### src/logic/nrisc_isa_pkg.sv
// 16-bit ISA encoding. Call, return and stack codes are absent and decode as NOP
`default_nettype none

package nrisc_isa_pkg;

  typedef logic [15:0] instr_t;   // Raw instruction word
  typedef logic [3:0]  reg_idx_t; // Register file index
  typedef logic [7:0]  imm8_t;    // Channel or immediate byte
  typedef logic [2:0]  flags_t;   // ALU flags {minus, zero, carry}

  localparam int IS_ALU_BIT = 15; // Set for all ALU operations

  // Bit positions inside flags_t
  localparam int FLAG_C = 0;
  localparam int FLAG_Z = 1;
  localparam int FLAG_M = 2;

  // Non-ALU classes in bits 14:12
  localparam logic [2:0] CLS_CTRL  = 3'd0;
  localparam logic [2:0] CLS_JUMP  = 3'd1;
  localparam logic [2:0] CLS_LOAD  = 3'd2;
  localparam logic [2:0] CLS_STORE = 3'd3;
  localparam logic [2:0] CLS_LDI   = 3'd4;

  // Control sub-codes in bits 10:8
  localparam logic [2:0] SUB_STATE = 3'd0;
  localparam logic [2:0] SUB_MODE  = 3'd1;
  localparam logic [2:0] SUB_SIE   = 3'd2;
  localparam logic [2:0] SUB_SID   = 3'd3;

  localparam imm8_t STATE_HALT  = 8'd1;
  localparam imm8_t STATE_WAIT  = 8'd2;
  localparam imm8_t STATE_SLEEP = 8'd3;
  localparam imm8_t MODE_GIE    = 8'd0; // Global interrupt enable
  localparam imm8_t MODE_GID    = 8'd1; // Global interrupt disable

  localparam reg_idx_t R_PC = 4'd1; // Program counter lives in R1

  // Jump kind in bits 11:10, condition in bits 9:8
  localparam logic [1:0] JMP_ABS     = 2'd0;
  localparam logic [1:0] JMP_REL     = 2'd1;
  localparam logic [1:0] JMP_IREL    = 2'd2; // Codes 8 to B
  localparam logic [1:0] COND_ALWAYS = 2'd0;
  localparam logic [1:0] COND_ZERO   = 2'd1;
  localparam logic [1:0] COND_MINUS  = 2'd2;
  localparam logic [1:0] COND_CARRY  = 2'd3;

  // Load codes in bits 3:0
  localparam logic [3:0] LD_MOVE  = 4'd0;
  localparam logic [3:0] LD_WORD  = 4'd1;
  localparam logic [3:0] LD_SBYTE = 4'd2;
  localparam logic [3:0] LD_UBYTE = 4'd3;
  localparam logic [3:0] LD_SHALF = 4'd4;
  localparam logic [3:0] LD_UHALF = 4'd5;

  // Store kind in bits 11:10
  localparam logic [1:0] ST_BYTE = 2'd0;
  localparam logic [1:0] ST_HALF = 2'd1;
  localparam logic [1:0] ST_WORD = 2'd2;

  // ALU groups where bit 11 picks the operation instead of the immediate
  localparam logic [2:0] ALU_GRP_AND = 3'd2;
  localparam logic [2:0] ALU_GRP_OR  = 3'd3;

  typedef enum logic [3:0] {
    ALU_ADD  = 4'h0,
    ALU_SUB  = 4'h1,
    ALU_AND  = 4'h2,
    ALU_NAND = 4'h3,
    ALU_OR   = 4'h4,
    ALU_XOR  = 4'h6,
    ALU_SHLR = 4'h8,
    ALU_SHAR = 4'hA,
    ALU_SHL  = 4'hC,
    ALU_ROT  = 4'hE
  } alu_op_e;

endpackage

`default_nettype wire

### src/logic/nrisc_ctrl_pkg.sv
// Control word encodings. Mode RUN is only reached through reset
`default_nettype none

package nrisc_ctrl_pkg;

  typedef enum logic [1:0] {
    BSEL_REG   = 2'd0, // Operand B from rf2
    BSEL_IMM_U = 2'd2, // Zero-extended immediate
    BSEL_IMM_S = 2'd3  // Sign-extended immediate
  } b_sel_e;

  typedef logic [2:0] mem_size_t;

  // Load sizes
  localparam mem_size_t MSZ_LD_WORD  = 3'd0;
  localparam mem_size_t MSZ_LD_UBYTE = 3'd1;
  localparam mem_size_t MSZ_LD_UHALF = 3'd2;
  localparam mem_size_t MSZ_LD_SBYTE = 3'd5;
  localparam mem_size_t MSZ_LD_SHALF = 3'd6;

  // Byte and half store codes carry the lane number below the prefix
  localparam logic       MSZ_ST_BYTE_PFX = 1'b0;
  localparam logic [1:0] MSZ_ST_HALF_PFX = 2'b10;
  localparam mem_size_t  MSZ_ST_WORD     = 3'd7;

  typedef enum logic [1:0] {
    INT_NONE    = 2'd0,
    INT_ENABLE  = 2'd1,
    INT_DISABLE = 2'd2
  } int_ctrl_e;

  typedef enum logic [1:0] {
    MODE_RUN   = 2'd0,
    MODE_WAIT  = 2'd1,
    MODE_SLEEP = 2'd2,
    MODE_HALT  = 2'd3
  } core_mode_e;

endpackage

`default_nettype wire

### src/logic/nrisc_dec_if.sv
// Internal streams of the decoder. Valid and payload must hold while ready is low
`default_nettype none

interface instr_if;
  logic                  valid;
  logic                  ready;
  nrisc_isa_pkg::instr_t instr;
  nrisc_isa_pkg::flags_t flags; // Flags sampled with the instruction

  modport src (output valid, instr, flags, input ready);
  modport dst (input valid, instr, flags, output ready);
endinterface

interface ctrl_if;
  logic                       valid;
  logic                       ready;
  nrisc_isa_pkg::alu_op_e     alu_op;
  nrisc_ctrl_pkg::b_sel_e     b_sel;
  nrisc_isa_pkg::reg_idx_t    rd;
  nrisc_isa_pkg::reg_idx_t    rf1;
  nrisc_isa_pkg::reg_idx_t    rf2;
  logic                       reg_write;
  logic                       mem_load;
  logic                       mem_write;
  nrisc_ctrl_pkg::mem_size_t  mem_size;
  logic                       wb_from_mem;   // Writeback from data memory
  logic                       addr_from_reg; // Address from rf1 not ALU
  logic                       pc_take;
  nrisc_ctrl_pkg::int_ctrl_e  int_ctrl;
  nrisc_isa_pkg::imm8_t       int_channel;
  nrisc_ctrl_pkg::core_mode_e mode_req;      // RUN means no change
  logic                       gie_wr;
  logic                       gie_val;

  modport src (output valid, alu_op, b_sel, rd, rf1, rf2, reg_write, mem_load,
               mem_write, mem_size, wb_from_mem, addr_from_reg, pc_take,
               int_ctrl, int_channel, mode_req, gie_wr, gie_val, input ready);
  modport dst (input valid, alu_op, b_sel, rd, rf1, rf2, reg_write, mem_load,
               mem_write, mem_size, wb_from_mem, addr_from_reg, pc_take,
               int_ctrl, int_channel, mode_req, gie_wr, gie_val, output ready);
endinterface

`default_nettype wire

### src/logic/nrisc_intake.sv
// One-entry input buffer. in_ready depends combinationally on downstream ready
`default_nettype none

module nrisc_intake (
  input  wire logic                  clk,
  input  wire logic                  arst_n,
  input  wire logic                  in_valid,
  input  wire nrisc_isa_pkg::instr_t in_instr,
  input  wire nrisc_isa_pkg::flags_t in_flags,
  output      logic                  in_ready,
  instr_if.src                       inst
);

  logic                  full;    // Holds an item
  nrisc_isa_pkg::instr_t instr_q;
  nrisc_isa_pkg::flags_t flags_q;

  assign in_ready = !full || inst.ready; // Empty or item leaving

  always_ff @(posedge clk or negedge arst_n) begin
    if (!arst_n) begin
      full <= 1'b0;
    end else if (in_ready) begin
      full <= in_valid; // Refill or drain
    end
  end

  always_ff @(posedge clk) begin
    if (in_valid && in_ready) begin
      instr_q <= in_instr;
      flags_q <= in_flags; // Branch flags frozen at acceptance
    end
  end

  assign inst.valid = full;
  assign inst.instr = instr_q;
  assign inst.flags = flags_q;

endmodule

`default_nettype wire

### src/logic/nrisc_field_decode.sv
// Pure combinational decode. Unused and dropped encodings give a NOP word
`default_nettype none

module nrisc_field_decode (
  instr_if.dst inst,
  ctrl_if.src  ctrl
);

  nrisc_isa_pkg::instr_t ins;
  nrisc_isa_pkg::flags_t flg;

  assign ins = inst.instr;
  assign flg = inst.flags;

  assign ctrl.valid = inst.valid; // Handshake passes straight through
  assign inst.ready = ctrl.ready;

  always_comb begin
    // NOP defaults
    ctrl.alu_op        = nrisc_isa_pkg::ALU_ADD;
    ctrl.b_sel         = nrisc_ctrl_pkg::BSEL_REG;
    ctrl.rd            = '0;
    ctrl.rf1           = '0;
    ctrl.rf2           = '0;
    ctrl.reg_write     = 1'b0;
    ctrl.mem_load      = 1'b0;
    ctrl.mem_write     = 1'b0;
    ctrl.mem_size      = nrisc_ctrl_pkg::MSZ_LD_WORD;
    ctrl.wb_from_mem   = 1'b0;
    ctrl.addr_from_reg = 1'b0;
    ctrl.pc_take       = 1'b0;
    ctrl.int_ctrl      = nrisc_ctrl_pkg::INT_NONE;
    ctrl.int_channel   = '0;
    ctrl.mode_req      = nrisc_ctrl_pkg::MODE_RUN;
    ctrl.gie_wr        = 1'b0;
    ctrl.gie_val       = 1'b0;

    if (ins[nrisc_isa_pkg::IS_ALU_BIT]) begin
      ctrl.rd        = {1'b1, ins[10:8]}; // Upper register bank only
      ctrl.rf1       = ins[7:4];
      ctrl.rf2       = ins[3:0];
      ctrl.reg_write = 1'b1;
      if (ins[11] && ins[14:12] != nrisc_isa_pkg::ALU_GRP_AND &&
          ins[14:12] != nrisc_isa_pkg::ALU_GRP_OR) begin
        ctrl.b_sel = nrisc_ctrl_pkg::BSEL_IMM_U;
      end
      case (ins[14:12])
        3'd0: ctrl.alu_op = nrisc_isa_pkg::ALU_ADD;
        3'd1: ctrl.alu_op = nrisc_isa_pkg::ALU_SUB;
        3'd2: ctrl.alu_op = ins[11] ? nrisc_isa_pkg::ALU_NAND : nrisc_isa_pkg::ALU_AND;
        3'd3: ctrl.alu_op = ins[11] ? nrisc_isa_pkg::ALU_XOR : nrisc_isa_pkg::ALU_OR;
        3'd4: ctrl.alu_op = nrisc_isa_pkg::ALU_SHLR;
        3'd5: ctrl.alu_op = nrisc_isa_pkg::ALU_SHAR;
        3'd6: ctrl.alu_op = nrisc_isa_pkg::ALU_SHL;
        default: ctrl.alu_op = nrisc_isa_pkg::ALU_ROT;
      endcase
    end else begin
      case (ins[14:12])
        nrisc_isa_pkg::CLS_LOAD: begin
          ctrl.rd  = ins[11:8];
          ctrl.rf1 = ins[7:4]; // rf2 stays R0 so the sum is rf1
          ctrl.reg_write = (ins[3:0] <= nrisc_isa_pkg::LD_UHALF); // Codes 6 to F are NOP
          ctrl.mem_load    = ctrl.reg_write && (ins[3:0] != nrisc_isa_pkg::LD_MOVE);
          ctrl.wb_from_mem = ctrl.mem_load;
          case (ins[3:0])
            nrisc_isa_pkg::LD_SBYTE: ctrl.mem_size = nrisc_ctrl_pkg::MSZ_LD_SBYTE;
            nrisc_isa_pkg::LD_UBYTE: ctrl.mem_size = nrisc_ctrl_pkg::MSZ_LD_UBYTE;
            nrisc_isa_pkg::LD_SHALF: ctrl.mem_size = nrisc_ctrl_pkg::MSZ_LD_SHALF;
            nrisc_isa_pkg::LD_UHALF: ctrl.mem_size = nrisc_ctrl_pkg::MSZ_LD_UHALF;
            default:                 ctrl.mem_size = nrisc_ctrl_pkg::MSZ_LD_WORD;
          endcase
        end
        nrisc_isa_pkg::CLS_STORE: begin
          ctrl.rf1 = ins[7:4]; // Address
          ctrl.rf2 = ins[3:0]; // Data
          ctrl.mem_write     = (ins[11:10] != 2'd3);
          ctrl.addr_from_reg = ctrl.mem_write;
          case (ins[11:10])
            nrisc_isa_pkg::ST_BYTE:
              ctrl.mem_size = {nrisc_ctrl_pkg::MSZ_ST_BYTE_PFX, ins[9:8]};
            nrisc_isa_pkg::ST_HALF:
              ctrl.mem_size = {nrisc_ctrl_pkg::MSZ_ST_HALF_PFX, ins[8]};
            default: ctrl.mem_size = nrisc_ctrl_pkg::MSZ_ST_WORD;
          endcase
        end
        nrisc_isa_pkg::CLS_LDI: begin
          ctrl.rd        = ins[11:8];
          ctrl.reg_write = 1'b1; // R0 plus immediate
          ctrl.b_sel     = ins[11] ? nrisc_ctrl_pkg::BSEL_IMM_S : nrisc_ctrl_pkg::BSEL_IMM_U;
        end
        nrisc_isa_pkg::CLS_JUMP: begin
          ctrl.rf2 = ins[3:0];
          ctrl.rf1 = (ins[11:10] == nrisc_isa_pkg::JMP_ABS) ? ins[7:4] : nrisc_isa_pkg::R_PC;
          if (ins[11:10] == nrisc_isa_pkg::JMP_IREL) begin
            ctrl.b_sel = nrisc_ctrl_pkg::BSEL_IMM_S;
          end
          if (ins[11:10] != 2'd3) begin // Codes C to F are NOP
            case (ins[9:8])
              nrisc_isa_pkg::COND_ALWAYS: ctrl.pc_take = 1'b1;
              nrisc_isa_pkg::COND_ZERO:   ctrl.pc_take = flg[nrisc_isa_pkg::FLAG_Z];
              nrisc_isa_pkg::COND_MINUS:  ctrl.pc_take = flg[nrisc_isa_pkg::FLAG_M];
              default:                    ctrl.pc_take = flg[nrisc_isa_pkg::FLAG_C];
            endcase
          end
        end
        nrisc_isa_pkg::CLS_CTRL: begin
          if (!ins[11]) begin // Bit 11 set was call and return
            case (ins[10:8])
              nrisc_isa_pkg::SUB_STATE: begin
                case (ins[7:0])
                  nrisc_isa_pkg::STATE_HALT:  ctrl.mode_req = nrisc_ctrl_pkg::MODE_HALT;
                  nrisc_isa_pkg::STATE_WAIT:  ctrl.mode_req = nrisc_ctrl_pkg::MODE_WAIT;
                  nrisc_isa_pkg::STATE_SLEEP: ctrl.mode_req = nrisc_ctrl_pkg::MODE_SLEEP;
                  default:                    ctrl.mode_req = nrisc_ctrl_pkg::MODE_RUN;
                endcase
              end
              nrisc_isa_pkg::SUB_MODE: begin
                ctrl.gie_wr  = (ins[7:0] == nrisc_isa_pkg::MODE_GIE) ||
                               (ins[7:0] == nrisc_isa_pkg::MODE_GID);
                ctrl.gie_val = (ins[7:0] == nrisc_isa_pkg::MODE_GIE);
              end
              nrisc_isa_pkg::SUB_SIE: begin
                ctrl.int_ctrl    = nrisc_ctrl_pkg::INT_ENABLE;
                ctrl.int_channel = ins[7:0];
              end
              nrisc_isa_pkg::SUB_SID: begin
                ctrl.int_ctrl    = nrisc_ctrl_pkg::INT_DISABLE;
                ctrl.int_channel = ins[7:0];
              end
              default: ctrl.int_ctrl = nrisc_ctrl_pkg::INT_NONE;
            endcase
          end
        end
        default: ctrl.int_ctrl = nrisc_ctrl_pkg::INT_NONE; // Classes 5 to 7 unused
      endcase
    end
  end

endmodule

`default_nettype wire

### src/logic/nrisc_issue.sv
// Output stage. Stall flags compare only against the word issued just before
`default_nettype none

module nrisc_issue (
  input  wire logic                        clk,
  input  wire logic                        arst_n,
  input  wire logic                        ctrl_ready,
  ctrl_if.dst                              ctrl,
  output      logic                        ctrl_valid,
  output      logic                        stall_a,
  output      logic                        stall_b,
  output      nrisc_ctrl_pkg::core_mode_e  core_mode,
  output      logic                        gie,
  output      nrisc_isa_pkg::alu_op_e      alu_op,
  output      nrisc_ctrl_pkg::b_sel_e      b_sel,
  output      nrisc_isa_pkg::reg_idx_t     rd,
  output      nrisc_isa_pkg::reg_idx_t     rf1,
  output      nrisc_isa_pkg::reg_idx_t     rf2,
  output      logic                        reg_write,
  output      logic                        mem_load,
  output      logic                        mem_write,
  output      nrisc_ctrl_pkg::mem_size_t   mem_size,
  output      logic                        wb_from_mem,
  output      logic                        addr_from_reg,
  output      logic                        pc_take,
  output      nrisc_ctrl_pkg::int_ctrl_e   int_ctrl,
  output      nrisc_isa_pkg::imm8_t        int_channel
);

  logic take; // Word accepted this cycle

  assign ctrl.ready = !ctrl_valid || ctrl_ready;
  assign take       = ctrl.valid && ctrl.ready;

  // rd and reg_write still hold the previously issued word
  always_ff @(posedge clk or negedge arst_n) begin
    if (!arst_n) begin
      ctrl_valid <= 1'b0;
      reg_write  <= 1'b0;
      mem_load   <= 1'b0;
      mem_write  <= 1'b0;
      pc_take    <= 1'b0;
      int_ctrl   <= nrisc_ctrl_pkg::INT_NONE;
      stall_a    <= 1'b0;
      stall_b    <= 1'b0;
      core_mode  <= nrisc_ctrl_pkg::MODE_RUN;
      gie        <= 1'b0;
    end else begin
      if (ctrl.ready) begin
        ctrl_valid <= ctrl.valid; // Load new or drain
      end
      if (take) begin
        reg_write <= ctrl.reg_write;
        mem_load  <= ctrl.mem_load;
        mem_write <= ctrl.mem_write;
        pc_take   <= ctrl.pc_take;
        int_ctrl  <= ctrl.int_ctrl;
        stall_a   <= reg_write && (ctrl.rf1 == rd); // RAW on operand A
        stall_b   <= reg_write && (ctrl.rf2 == rd); // RAW on operand B
        if (ctrl.mode_req != nrisc_ctrl_pkg::MODE_RUN) begin
          core_mode <= ctrl.mode_req;
        end
        if (ctrl.gie_wr) begin
          gie <= ctrl.gie_val;
        end
      end
    end
  end

  always_ff @(posedge clk) begin
    if (take) begin
      alu_op        <= ctrl.alu_op;
      b_sel         <= ctrl.b_sel;
      rd            <= ctrl.rd;
      rf1           <= ctrl.rf1;
      rf2           <= ctrl.rf2;
      mem_size      <= ctrl.mem_size;
      wb_from_mem   <= ctrl.wb_from_mem;
      addr_from_reg <= ctrl.addr_from_reg;
      int_channel   <= ctrl.int_channel;
    end
  end

endmodule

`default_nettype wire

### src/logic/nrisc_decoder_top.sv
// Decoder top. Two cycles of buffering and a combinational ctrl_ready to in_ready path
`default_nettype none

module nrisc_decoder_top (
  input  wire logic                        clk,
  input  wire logic                        arst_n,
  input  wire logic                        in_valid,
  output      logic                        in_ready,
  input  wire nrisc_isa_pkg::instr_t       in_instr,
  input  wire nrisc_isa_pkg::flags_t       in_flags,
  output      logic                        ctrl_valid,
  input  wire logic                        ctrl_ready,
  output      nrisc_isa_pkg::alu_op_e      alu_op,
  output      nrisc_ctrl_pkg::b_sel_e      b_sel,
  output      nrisc_isa_pkg::reg_idx_t     rd,
  output      nrisc_isa_pkg::reg_idx_t     rf1,
  output      nrisc_isa_pkg::reg_idx_t     rf2,
  output      logic                        reg_write,
  output      logic                        mem_load,
  output      logic                        mem_write,
  output      nrisc_ctrl_pkg::mem_size_t   mem_size,
  output      logic                        wb_from_mem,
  output      logic                        addr_from_reg,
  output      logic                        pc_take,
  output      logic                        stall_a,
  output      logic                        stall_b,
  output      nrisc_ctrl_pkg::int_ctrl_e   int_ctrl,
  output      nrisc_isa_pkg::imm8_t        int_channel,
  output      nrisc_ctrl_pkg::core_mode_e  core_mode,
  output      logic                        gie
);

  instr_if u_instr_if ();
  ctrl_if  u_ctrl_if ();

  nrisc_intake u_intake (
    .clk      (clk),
    .arst_n   (arst_n),
    .in_valid (in_valid),
    .in_instr (in_instr),
    .in_flags (in_flags),
    .in_ready (in_ready),
    .inst     (u_instr_if.src)
  );

  nrisc_field_decode u_decode (
    .inst (u_instr_if.dst),
    .ctrl (u_ctrl_if.src)
  );

  nrisc_issue u_issue (
    .clk           (clk),
    .arst_n        (arst_n),
    .ctrl_ready    (ctrl_ready),
    .ctrl          (u_ctrl_if.dst),
    .ctrl_valid    (ctrl_valid),
    .stall_a       (stall_a),
    .stall_b       (stall_b),
    .core_mode     (core_mode),
    .gie           (gie),
    .alu_op        (alu_op),
    .b_sel         (b_sel),
    .rd            (rd),
    .rf1           (rf1),
    .rf2           (rf2),
    .reg_write     (reg_write),
    .mem_load      (mem_load),
    .mem_write     (mem_write),
    .mem_size      (mem_size),
    .wb_from_mem   (wb_from_mem),
    .addr_from_reg (addr_from_reg),
    .pc_take       (pc_take),
    .int_ctrl      (int_ctrl),
    .int_channel   (int_channel)
  );

endmodule

`default_nettype wire

### config.mk
export PLATFORM = sky130hd
export DESIGN_NAME = nrisc_decoder_top
export DESIGN_NICKNAME = d
export VERILOG_FILES = /design/src/logic/nrisc_isa_pkg.sv /design/src/logic/nrisc_ctrl_pkg.sv /design/src/logic/nrisc_dec_if.sv /design/src/logic/nrisc_intake.sv /design/src/logic/nrisc_field_decode.sv /design/src/logic/nrisc_issue.sv /design/src/logic/nrisc_decoder_top.sv
export SDC_FILE = /design/constraint.sdc
export NUM_CORES = 1
export LEC_CHECK = 0
export BUFFER_PORTS_ARGS = -buffer_cell sky130_fd_sc_hd__buf_2
export CAP_MARGIN = 20
export CORE_ASPECT_RATIO = 1.2
export CORE_MARGIN = 2
export CORE_UTILIZATION = 40
export DETAILED_ROUTE_END_ITERATION = 10
export GPL_TIMING_DRIVEN = 0
export PLACE_DENSITY_LB_ADDON = 0.3
export SKIP_CTS_REPAIR_TIMING = 1
export SLEW_MARGIN = 5
export SYNTH_ARGS = -nofsm -noshare
export SYNTH_HDL_FRONTEND = slang
export SYNTH_SLANG_ARGS = --single-unit
### constraint.sdc
create_clock -name clk -period 4.7 [get_ports clk]
set_input_delay 0.705 -clock clk [delete_from_list [all_inputs] [get_ports clk]]
set_output_delay 0.705 -clock clk [all_outputs]
set_load 0.02 [all_outputs]
# After elaboration in Yosys (flattened, before gate mapping)
# Index checks and enable logic that the tools add are counted.
# W data, S select, Z words.
# word_totals
input_bits	23
elab_cells	122
out_inout_bits	44
reg_bits	63
# classes
n_bitwise	2
mux	45
reduce_logical	26
eq_ne	25
n_lt_le_gt_ge	1
# op_table
op	n
$pmux W4 S7	1
$mux W2	11
$mux W4	5
$mux W1	18
$eq A8 B2 Y1 const B	2
$eq A3 B2 Y1 const B	4
$pmux W3 S2	2
$pmux W3 S4	1
$eq A3 B3 Y1 const B	3
$eq A4 B2 Y1 const B	2
$eq A4 B3 Y1 const B	2
$eq A4 B4 Y1	2
$eq A8 B1 Y1 const B	1
$logic_not A8 Y1	1
$pmux W2 S2	2
$pmux W4 S2	1
$reduce_or A2 Y1	4
$logic_and A1 B1 Y1	7
$eq A3 B1 Y1 const B	2
$logic_not A3 Y1	2
$ne A3 B2 Y1 const B	2
$pmux W2 S3	1
$eq A2 B1 Y1 const B	2
$eq A2 B2 Y1 const B	2
other kinds (13)	19

# Logic depth before layout (Yosys ltp)
# Gate-level depths: netlist (run 1).
# logic_depth
depth_word	8
ltp_mapped	6

# Hierarchy
# Synthesis (run 1) repeated with hierarchy kept, for this count alone.
# hier_totals
cells_unflattened	198
area_unflattened_um2	2757.6
# by_module_without_submodules
module	n_inst	cells_per_inst	seq_area_each_um2	area_each_um2
nrisc_issue	1	74	1231.2	1526.5
nrisc_intake	1	23	595.6	624.3
nrisc_field_decode	1	101	0.0	606.8

# Least setup slack after synthesis (run 1)
# No wires, ideal clock.
# synth_path
kind	input port to flip-flop
start	input port ctrl_ready
end	register u_issue.mem_load
arrival_time_ps	2047
stages	4
path_slack_ps	2528
required_time_ps	4575
cell_sequence	nand2b_1 nand2_1 inv_1 mux2_2
# synth_via
elab_chain_cells	2
# synth_rtl
item	line_no	text
start, declared	nrisc_decoder_top.sv:12	input wire logic ctrl_ready,
$logic_or A1 B1 Y1	nrisc_issue.sv:32	assign ctrl.ready = !ctrl_valid || ctrl_ready;
$logic_and A1 B1 Y1	nrisc_issue.sv:33	assign take = ctrl.valid && ctrl.ready;
named net u_issue.take	nrisc_issue.sv:30	logic take;
end signal, assigned	nrisc_issue.sv:54	mem_load <= ctrl.mem_load;
end, declared	nrisc_issue.sv:20	output logic mem_load,
# The timed path passes the listed nets, and every way through them passes these cells.
# A chain may end at the register's enable or synchronous reset.

# Worst setup path after layout (run 1)
# layout_path
start	input port ctrl_ready
end	output port in_ready
# layout_via
elab_chain_cells	2
# layout_rtl
item	line_no	text
$logic_or A1 B1 Y1	nrisc_issue.sv:32	
$logic_or A1 B1 Y1	nrisc_intake.sv:18	assign in_ready = !full || inst.ready;
end, declared	nrisc_decoder_top.sv:8	output logic in_ready,
# Every way passes these cells.

==> reports/qor.yml, run 1 <==
r2r_slack_ns: 2.87
finalWeightedCongestion: 0.832
setup-tns-final_ns: 0
fp.coreArea_um2: 6730
avgSynthCellArea_um2: 13.5
crit_required_ns: 3.99
area_growth_pct: 25.1
grt_pass1_wl_um: 8720
vias_per_cell: 4.98
worst-setup-path-type: "input pin to output pin"
clock_skew_ns: 0.0137
netlist_area_um2: 2740
synth-seq-area-share_pct: 66.7
gr-total-overflow: 0
layout_setup_ws_ns: 2.83
drv_cap: 0
postLayoutCoreUtil_pct: 50.9
fp-row-count: 33
stdcell_area_um2: 3430
cp_common_cell: "buf_2"
cp.arrival_ns: 1.16
synth_nets: 226
drt_iter0_drc: 145
finalCritPeriodShare_pct: 39.7
synth_commonest_cells: "edfxtp_1, nor2_1, dfrtp_1, nand2_1, and2_1"
numPlacedInstances: 357
grt_max_degree: 27
antenna_left: 0
finalHoldViolations: 0
yosysUniqueCellTypes: 50
cpPeakStageDelay_ns: 0.18
clock_latency_ns: 0.34
synth-main-ff-cell: "edfxtp_1"
ir_drop_mv: 0.202
clk_pin_slew_ns: 0.07
slowest_stage: "nand3b_1"
synth-seq-cells: 63
synth.most_common_cell: "edfxtp_1"
power.density_nw_per_um2: 396
status: "completed"
avgRoutedWirePerCell_um: 15.0
dp_hpwl_um: 4100
max_freq_mhz: 536
synth_cells: 203
clock_sinks: 63
cts_max_level: 3
clock_path_buffers: 2
die_h_um: 94.6
routed_wl_um: 5610
grt_pass1_vias: 1772
max_slew_margin_pct: 40.6
nets: 304
antenna_found_initial: 0
end_kind: "output pin"
rr_startpoint: "u_intake.inst.instr[14]"
start_kind: "input pin"
reg2regPathDepth: 5
hold_class: "input pin to asynchronous set/reset pin"
initial_core_util_pct: 40.7
design.portCount: 67
ys_top_cells_by_area: "edfxtp_1, dfrtp_1, and2_1, nor2_1, xnor2_1"
port_buffers: 66
netlist.area_leader.share_pct: 54.8
finalSetupViolCount: 0
place_ws_ns: 2.50
die_w_um: 79.5
crit_path_cell_trace: "buf_2 -> nand3b_1 -> buf_2"
worst_pin_slew_ns: 0.890
place_area_um2: 3210
antenna_cells: 0
r2r-end: "u_issue.int_ctrl[1]"
cts_tree: "done"
synth_top_cell_by_area: "edfxtp_1"
finalNonFillerCells: 373
first_pass_iters: 5
endpoint: "in_ready"
worst-path-max-fanout: 3
synth_enable_flop_cells: 50
power.leakage_nw: 1.43
clockRootBuffer: "clkbuf_8"
grt_setup_unrepaired: "no"
drive_gt1_share_pct: 37.4
async_flop_share_pct: 20.6
drv_slew: 0
vias: 1859
numCtsBuffers: 9
largest_register_ffs: 16
die-area_um2: 7530
crit_start: "ctrl_ready"
grtUsageTotal_pct: 15.9
yosysWarnings: 0
min_period_ns: 1.87
drc: 0
[stage by stage]
| step | power, mW | hold slack [ns] |
|---|---|---|
| finish | 1.36 | 0.240 |
| global route | 1.40 | 0.254 |
| CTS | 1.37 | 0.236 |
| detailed placement | 0.851 | 0.486 |
| global placement | 0.843 | 0.464 |
| floorplan | 0.786 | 0.409 |
[worst min-delay path by stage]
stage	cells past startpoint	from	to
6_report	1	arst_n	u_issue.int_ctrl[0]
5_1_grt	1	arst_n	u_issue.stall_a
4_1_cts	1	arst_n	u_issue.mem_load
3_5_place_dp	2	u_issue.pc_take	u_issue.pc_take
3_3_place_gp	2	u_issue.int_ctrl[1]	u_issue.int_ctrl[1]
2_1_floorplan	0	arst_n	u_intake.inst.valid
[layout make-up]
type,count,area [um2]
Buffer,10,45.0
Inverter,9,33.8
Multi-Input combinational cell,121,833
Tap cell,87,109
Sequential cell,63,1830
Clock buffer,9,124
Fill cell,613,3300
Clock inverter,7,97.6
Timing Repair Buffer,67,358
[where the power goes]
part           switching, mW  total [mW]  internal [mW]
Clock                  0.219       0.518          0.299
Sequential            0.0216       0.669          0.647
Combinational          0.106       0.169         0.0628
[per-layer routing]
layer | share of wire (%) | track usage [%] | vias up | routed length (um)
met5 | 0 | 0 | - | 0
met4 | 4.0 | 10.9 | 0 | 226
met3 | 5.3 | 3.82 | 21 | 297
met2 | 49 | 25.4 | 75 | 2740
met1 | 42 | 18.9 | 868 | 2350
li1 | - | - | 895 | -
[cells by family after synthesis]
kind of cell | share of synthesized area [%]
xor+xnor | 2.83
buf+inv | 2.88
mux | 1.92
flops | 66.7
simple gates | 16.4
compound gates | 9.23
[critical path: cells and delay by family]
kind          cells  cell delay, ns
simple gates      1            0.18
buf+inv           2            0.28
[cells in the final DEF, fill, tap and decap left out, types with 4 or more instances in the layout]
master	synthesis	layout
nand3b_1	4	4
and2_1	11	11
edfxtp_1	50	50
a21oi_1	9	9
dfrtp_1	13	13
clkbuf_8	0	9
xnor2_1	7	7
clkbuf_1	6	6
inv_1	8	8
nor2_1	17	17
nand2_1	13	13
o21ai_0	5	5
buf_2	3	69
No activity file was read; power rests on OpenSTA's default activity.
==> inputs of run 2 (changes only) <==
clock period = 1.95 ns   (was 4.7 ns; I/O delays follow)
==> reports/qor.yml, run 2 (same netlist as run 1, synthesis figures left out) <==
status: "completed"
cts_max_level: 3  # unchanged
clk_pin_slew_ns: 0.07  # about the same
avgRoutedWirePerCell_um: 15.1  # +0.62%
clock_sinks: 63  # unchanged
grt_max_degree: 27  # unchanged
antenna_left: 0  # unchanged
die_h_um: 94.6  # unchanged
drt_iter0_drc: 117  # -19%
grtUsageTotal_pct: 15.9  # unchanged
start_kind: "register"
initial_core_util_pct: 40.7  # unchanged
finalSetupViolCount: 0  # unchanged
die_w_um: 79.5  # unchanged
postLayoutCoreUtil_pct: 51.1  # +0.19 points
final_common_cell: "buf_2"
drc: 0  # unchanged
design.portCount: 67  # unchanged
min_period_ns: 1.79
routed_wl_um: 5660  # +0.89%
vias_per_cell: 4.98  # about the same
area_growth_pct: 25.6
worst-setup-path-type: "register to register"
power.leakage_nw: 1.43  # +0.27%
drv_slew: 0  # unchanged
nets: 305  # +0.33%
largest_register_ffs: 16  # unchanged
antenna_found_initial: 0  # unchanged
first_pass_iters: 4  # -1
end_kind: "register"
drv_cap: 0  # unchanged
crit_required_ns: 2.18  # -1.81 ns
gr-total-overflow: 0  # unchanged
worst-path-max-fanout: 8  # +5
clockRootBuffer: "clkbuf_8"
die-area_um2: 7530  # unchanged
numCtsBuffers: 9  # unchanged
layout_common_cells: "buf_2, edfxtp_1, nor2_1, nand2_1, dfrtp_1"
max_freq_mhz: 559
dp_hpwl_um: 4100  # unchanged
vias: 1864  # +0.27%
finalCritPeriodShare_pct: 91.7
fp.coreArea_um2: 6730  # unchanged
worst_pin_slew_ns: 0.891  # +0.00113 ns
grt_pass1_vias: 1772  # unchanged
finalHoldViolations: 0  # unchanged
antenna_cells: 0  # unchanged
finalNonFillerCells: 374  # +0.27%
port_buffers: 66  # unchanged
finalWeightedCongestion: 0.832  # unchanged
grt_setup_unrepaired: "no"
drive_gt1_share_pct: 37.6  # +0.22 points
r2r_slack_ns: 0.16  # -2.71 ns
clock_skew_ns: 0.0129  # -0.000760 ns
cts_tree: "done"
numPlacedInstances: 357  # unchanged
fp-row-count: 33  # unchanged
hold_class: "input pin to register"
ir_drop_mv: 0.484  # +140%
max_slew_margin_pct: 40.6  # -0.076 points
cp.arrival_ns: 2.02  # +0.86 ns
grt_pass1_wl_um: 8720  # unchanged
clock_latency_ns: 0.34  # about the same
power.density_nw_per_um2: 951  # +140%
clock_path_buffers: 2  # unchanged
==> run 2: path summary, 6_finish.rpt <==
path	start	endpoint	cells past startpoint
max in group asynchronous	arst_n	u_issue.core_mode[1]	2
min in group asynchronous	arst_n	u_issue.stall_a	2
max reg2reg	u_intake.inst.instr[12]	u_issue.stall_a	6
min	in_instr[11]	u_intake.inst.instr[11]	1
min reg2reg	u_issue.pc_take	u_issue.pc_take	2
max	u_intake.inst.instr[12]	u_issue.stall_a	6
==> run 2: routing by layer <==
metal	share of wire, %	GRT usage [%]	up-vias
met1	42	18.9	868
met5	0	0	-
li1	-	-	898
met3	5.2	3.82	23
met2	49	25.4	75
met4	3.9	10.9	0
==> run 2: layout make-up <==
cell class	instances	area (um2)
plain buffers	10	45.0
clock buffers	9	124
clock inverters	7	97.6
fillers	612	3290
inverters	9	33.8
multi-input cells	121	836
flip-flops and latches	63	1830
well taps	87	109
repair buffers	68	368
==> run 2: worst max-delay path, cell delays in order (launching register included) <==
cell	delay, ns
edfxtp_1	0.37
buf_4	0.17
nor2b_4	0.16
a221oi_4	0.36
and2b_4	0.25
xnor2_2	0.12
a32o_2	0.25
==> run 2: power by group <==
group	switching (mW)	internal, mW	total, mW
Combinational	0.257	0.153	0.410
Sequential	0.0521	1.56	1.61
Clock	0.528	0.720	1.25
==> run 2: metrics by stage <==
step	setup WS [ns]	area [um2]	hold slack, ns	power, mW	TNS, ns
floorplan	0.0204	2740	-0.00309	1.90	0
CTS	0.124	3430	-0.177	3.29	0
detailed placement	0.157	3210	0.202	2.05	0
global route	0.0256	3440	0.101	3.38	0
finish	0.161	3440	0.118	3.27	0
global placement	-0.226	3180	0.196	2.03	-2.95
==> inputs of run 3 (changes only) <==
REMOVE_ABC_BUFFERS = 1   (was default)
==> reports/qor.yml, run 3 (same netlist as run 1, synthesis figures left out) <==
r2r-end: "u_issue.core_mode[1]"
port_buffers: 66  # unchanged
die_h_um: 94.6  # unchanged
nets: 305  # unchanged
numCtsBuffers: 9  # unchanged
cts_max_level: 3  # unchanged
rr_startpoint: "u_intake.inst.instr[15]"
vias_per_cell: 4.88  # -2.1%
min_from: "in_flags[0]"
drt_iter0_drc: 134  # +15%
vias: 1824  # -2.1%
gr-total-overflow: 0  # unchanged
clk_pin_slew_ns: 0.07  # about the same
finalCritPeriodShare_pct: 93.7  # +1.9 points
p_total_mw: 3.23  # -1.3%
largest_register_ffs: 16  # unchanged
grt_pass1_vias: 1688  # -4.7%
clock_latency_ns: 0.35  # about the same
finalHoldViolations: 0  # unchanged
antenna_left: 0  # unchanged
fp-row-count: 33  # unchanged
reg2regPathDepth: 5  # -1
die-area_um2: 7530  # unchanged
fp.coreArea_um2: 6730  # unchanged
crit_required_ns: 2.18  # about the same
cp.arrival_ns: 2.06  # +0.04 ns
r2r_slack_ns: 0.12  # -0.04 ns
grt_setup_unrepaired: "no"
drive_gt1_share_pct: 40.1  # +2.4 points
max_freq_mhz: 548  # -2.1%
initial_core_util_pct: 40.7  # unchanged
drc: 0  # unchanged
clock_sinks: 63  # unchanged
drv_cap: 0  # unchanged
hold_end: "u_intake.inst.flags[0]"
numPlacedInstances: 347  # -2.8%
avgRoutedWirePerCell_um: 14.6  # -3.7%
clock_skew_ns: 0.0127  # -0.000167 ns
worst_pin_slew_ns: 0.862  # -0.0297 ns
drv_slew: 0  # unchanged
finalNonFillerCells: 374  # unchanged
finalSetupViolCount: 0  # unchanged
grtUsageTotal_pct: 15.5  # -0.41 points
power.leakage_nw: 1.46  # +1.7%
status: "completed"
multi_input_comb_area_um2: 838  # +0.30%
clock_path_buffers: 2  # unchanged
power.density_nw_per_um2: 925  # -2.7%
layout_common_cells: "buf_2, edfxtp_1, nor2_1, dfrtp_1, nand2_1"
antenna_cells: 0  # unchanged
worst-setup-path-type: "register to register"
finalWeightedCongestion: 0.885  # +6.3%
grt_pass1_wl_um: 8550  # -2.0%
max_slew_margin_pct: 42.5  # +2.0 points
hold_class: "input pin to register"
cts_tree: "done"
ff_latch_area_um2: 1830  # unchanged
grt_max_degree: 21  # -22%
min_period_ns: 1.83  # +0.0376 ns
dp_hpwl_um: 3800  # -7.3%
design.portCount: 67  # unchanged
start_kind: "register"
clockRootBuffer: "clkbuf_8"
routed_wl_um: 5450  # -3.7%
antenna_found_initial: 0  # unchanged
area_growth_pct: 27.4
min_path_cells: 1  # unchanged
worst-path-max-fanout: 11  # +3
ir_drop_mv: 0.360  # -26%
final_common_cell: "buf_2"
end_kind: "register"
first_pass_iters: 4  # unchanged
die_w_um: 79.5  # unchanged
nFillCells: 609  # -0.49%
-- run 3: changes by cell type in the layout (fill, tap and decap cells not counted), sizes merged --
cell | before | now
bufinv | 2 | 0
buf | 71 | 77
clkinv | 3 | 1
inv | 9 | 8
clkbuf | 15 | 13
clkinvlp | 2 | 3
-- run 3: cell type report --
class / count / share of cell area, %
Sequential cell: 63 / 52.3
Multi-Input combinational cell: 121 / 24.0
Timing Repair Buffer: 78 / 13.1
Clock buffer: 13 / 5.81
Tap cell: 87 / 3.12
Inverter: 9 / 1.08
Clock inverter: 3 / 0.574
-- run 3: worst max-delay path, cell delays in order, from the launching register on --
cell and delay (ns):
edfxtp_1 0.59, nor2_1 0.26, nand3_2 0.20, nor4b_4 0.37, nand2_1 0.09, a22o_1 0.20
-- run 3: worst max path at each step --
stage / cells after the start / to / startpoint / slack [ns]
after global placement: 5 / u_issue.mem_write / ctrl_ready / -0.49
after CTS: 5 / u_issue.mem_write / u_issue.ctrl_valid / -0.21
after global routing: 5 / u_issue.core_mode[1] / u_intake.inst.instr[14] / 0.02
after floorplan: 4 / u_issue.mem_load / u_issue.ctrl_valid / -0.15
after detailed placement: 6 / u_issue.mem_write / ctrl_ready / -0.20
final: 5 / u_issue.core_mode[1] / u_intake.inst.instr[15] / 0.12
-- run 3: per-stage QoR --
step / util [%] / instance area (um2) / setup TNS (ns) / hold WS (ns) / worst slack, ns
final: 51.8 / 3490 / 0 / 0.116 / 0.124
after global routing: 51.8 / 3490 / 0 / 0.0986 / 0.0203
after CTS: 50.3 / 3380 / -1.37 / -0.178 / -0.206
after detailed placement: 47.0 / 3160 / -0.980 / 0.200 / -0.196
after global placement: 46.6 / 3130 / -11.80 / 0.194 / -0.489
after floorplan: - / 2690 / -0.490 / -0.00309 / -0.150
-- run 3: per-layer routing --
metal	track usage [%]	wire [um]	part of all wire, %
met1	19.4	2300	42
met2	23.9	2710	50
met3	3.73	288	5.3
met4	10.1	162	3.0
met5	0	0	0
-- run 3: power by group --
group	leakage (nW)	total (mW)	switching (mW)	internal [mW]
Clock	0.107	1.19	0.497	0.691
Sequential	0.657	1.63	0.0702	1.56
Combinational	0.693	0.409	0.240	0.169
Total	1.46	3.23	0.807	2.42
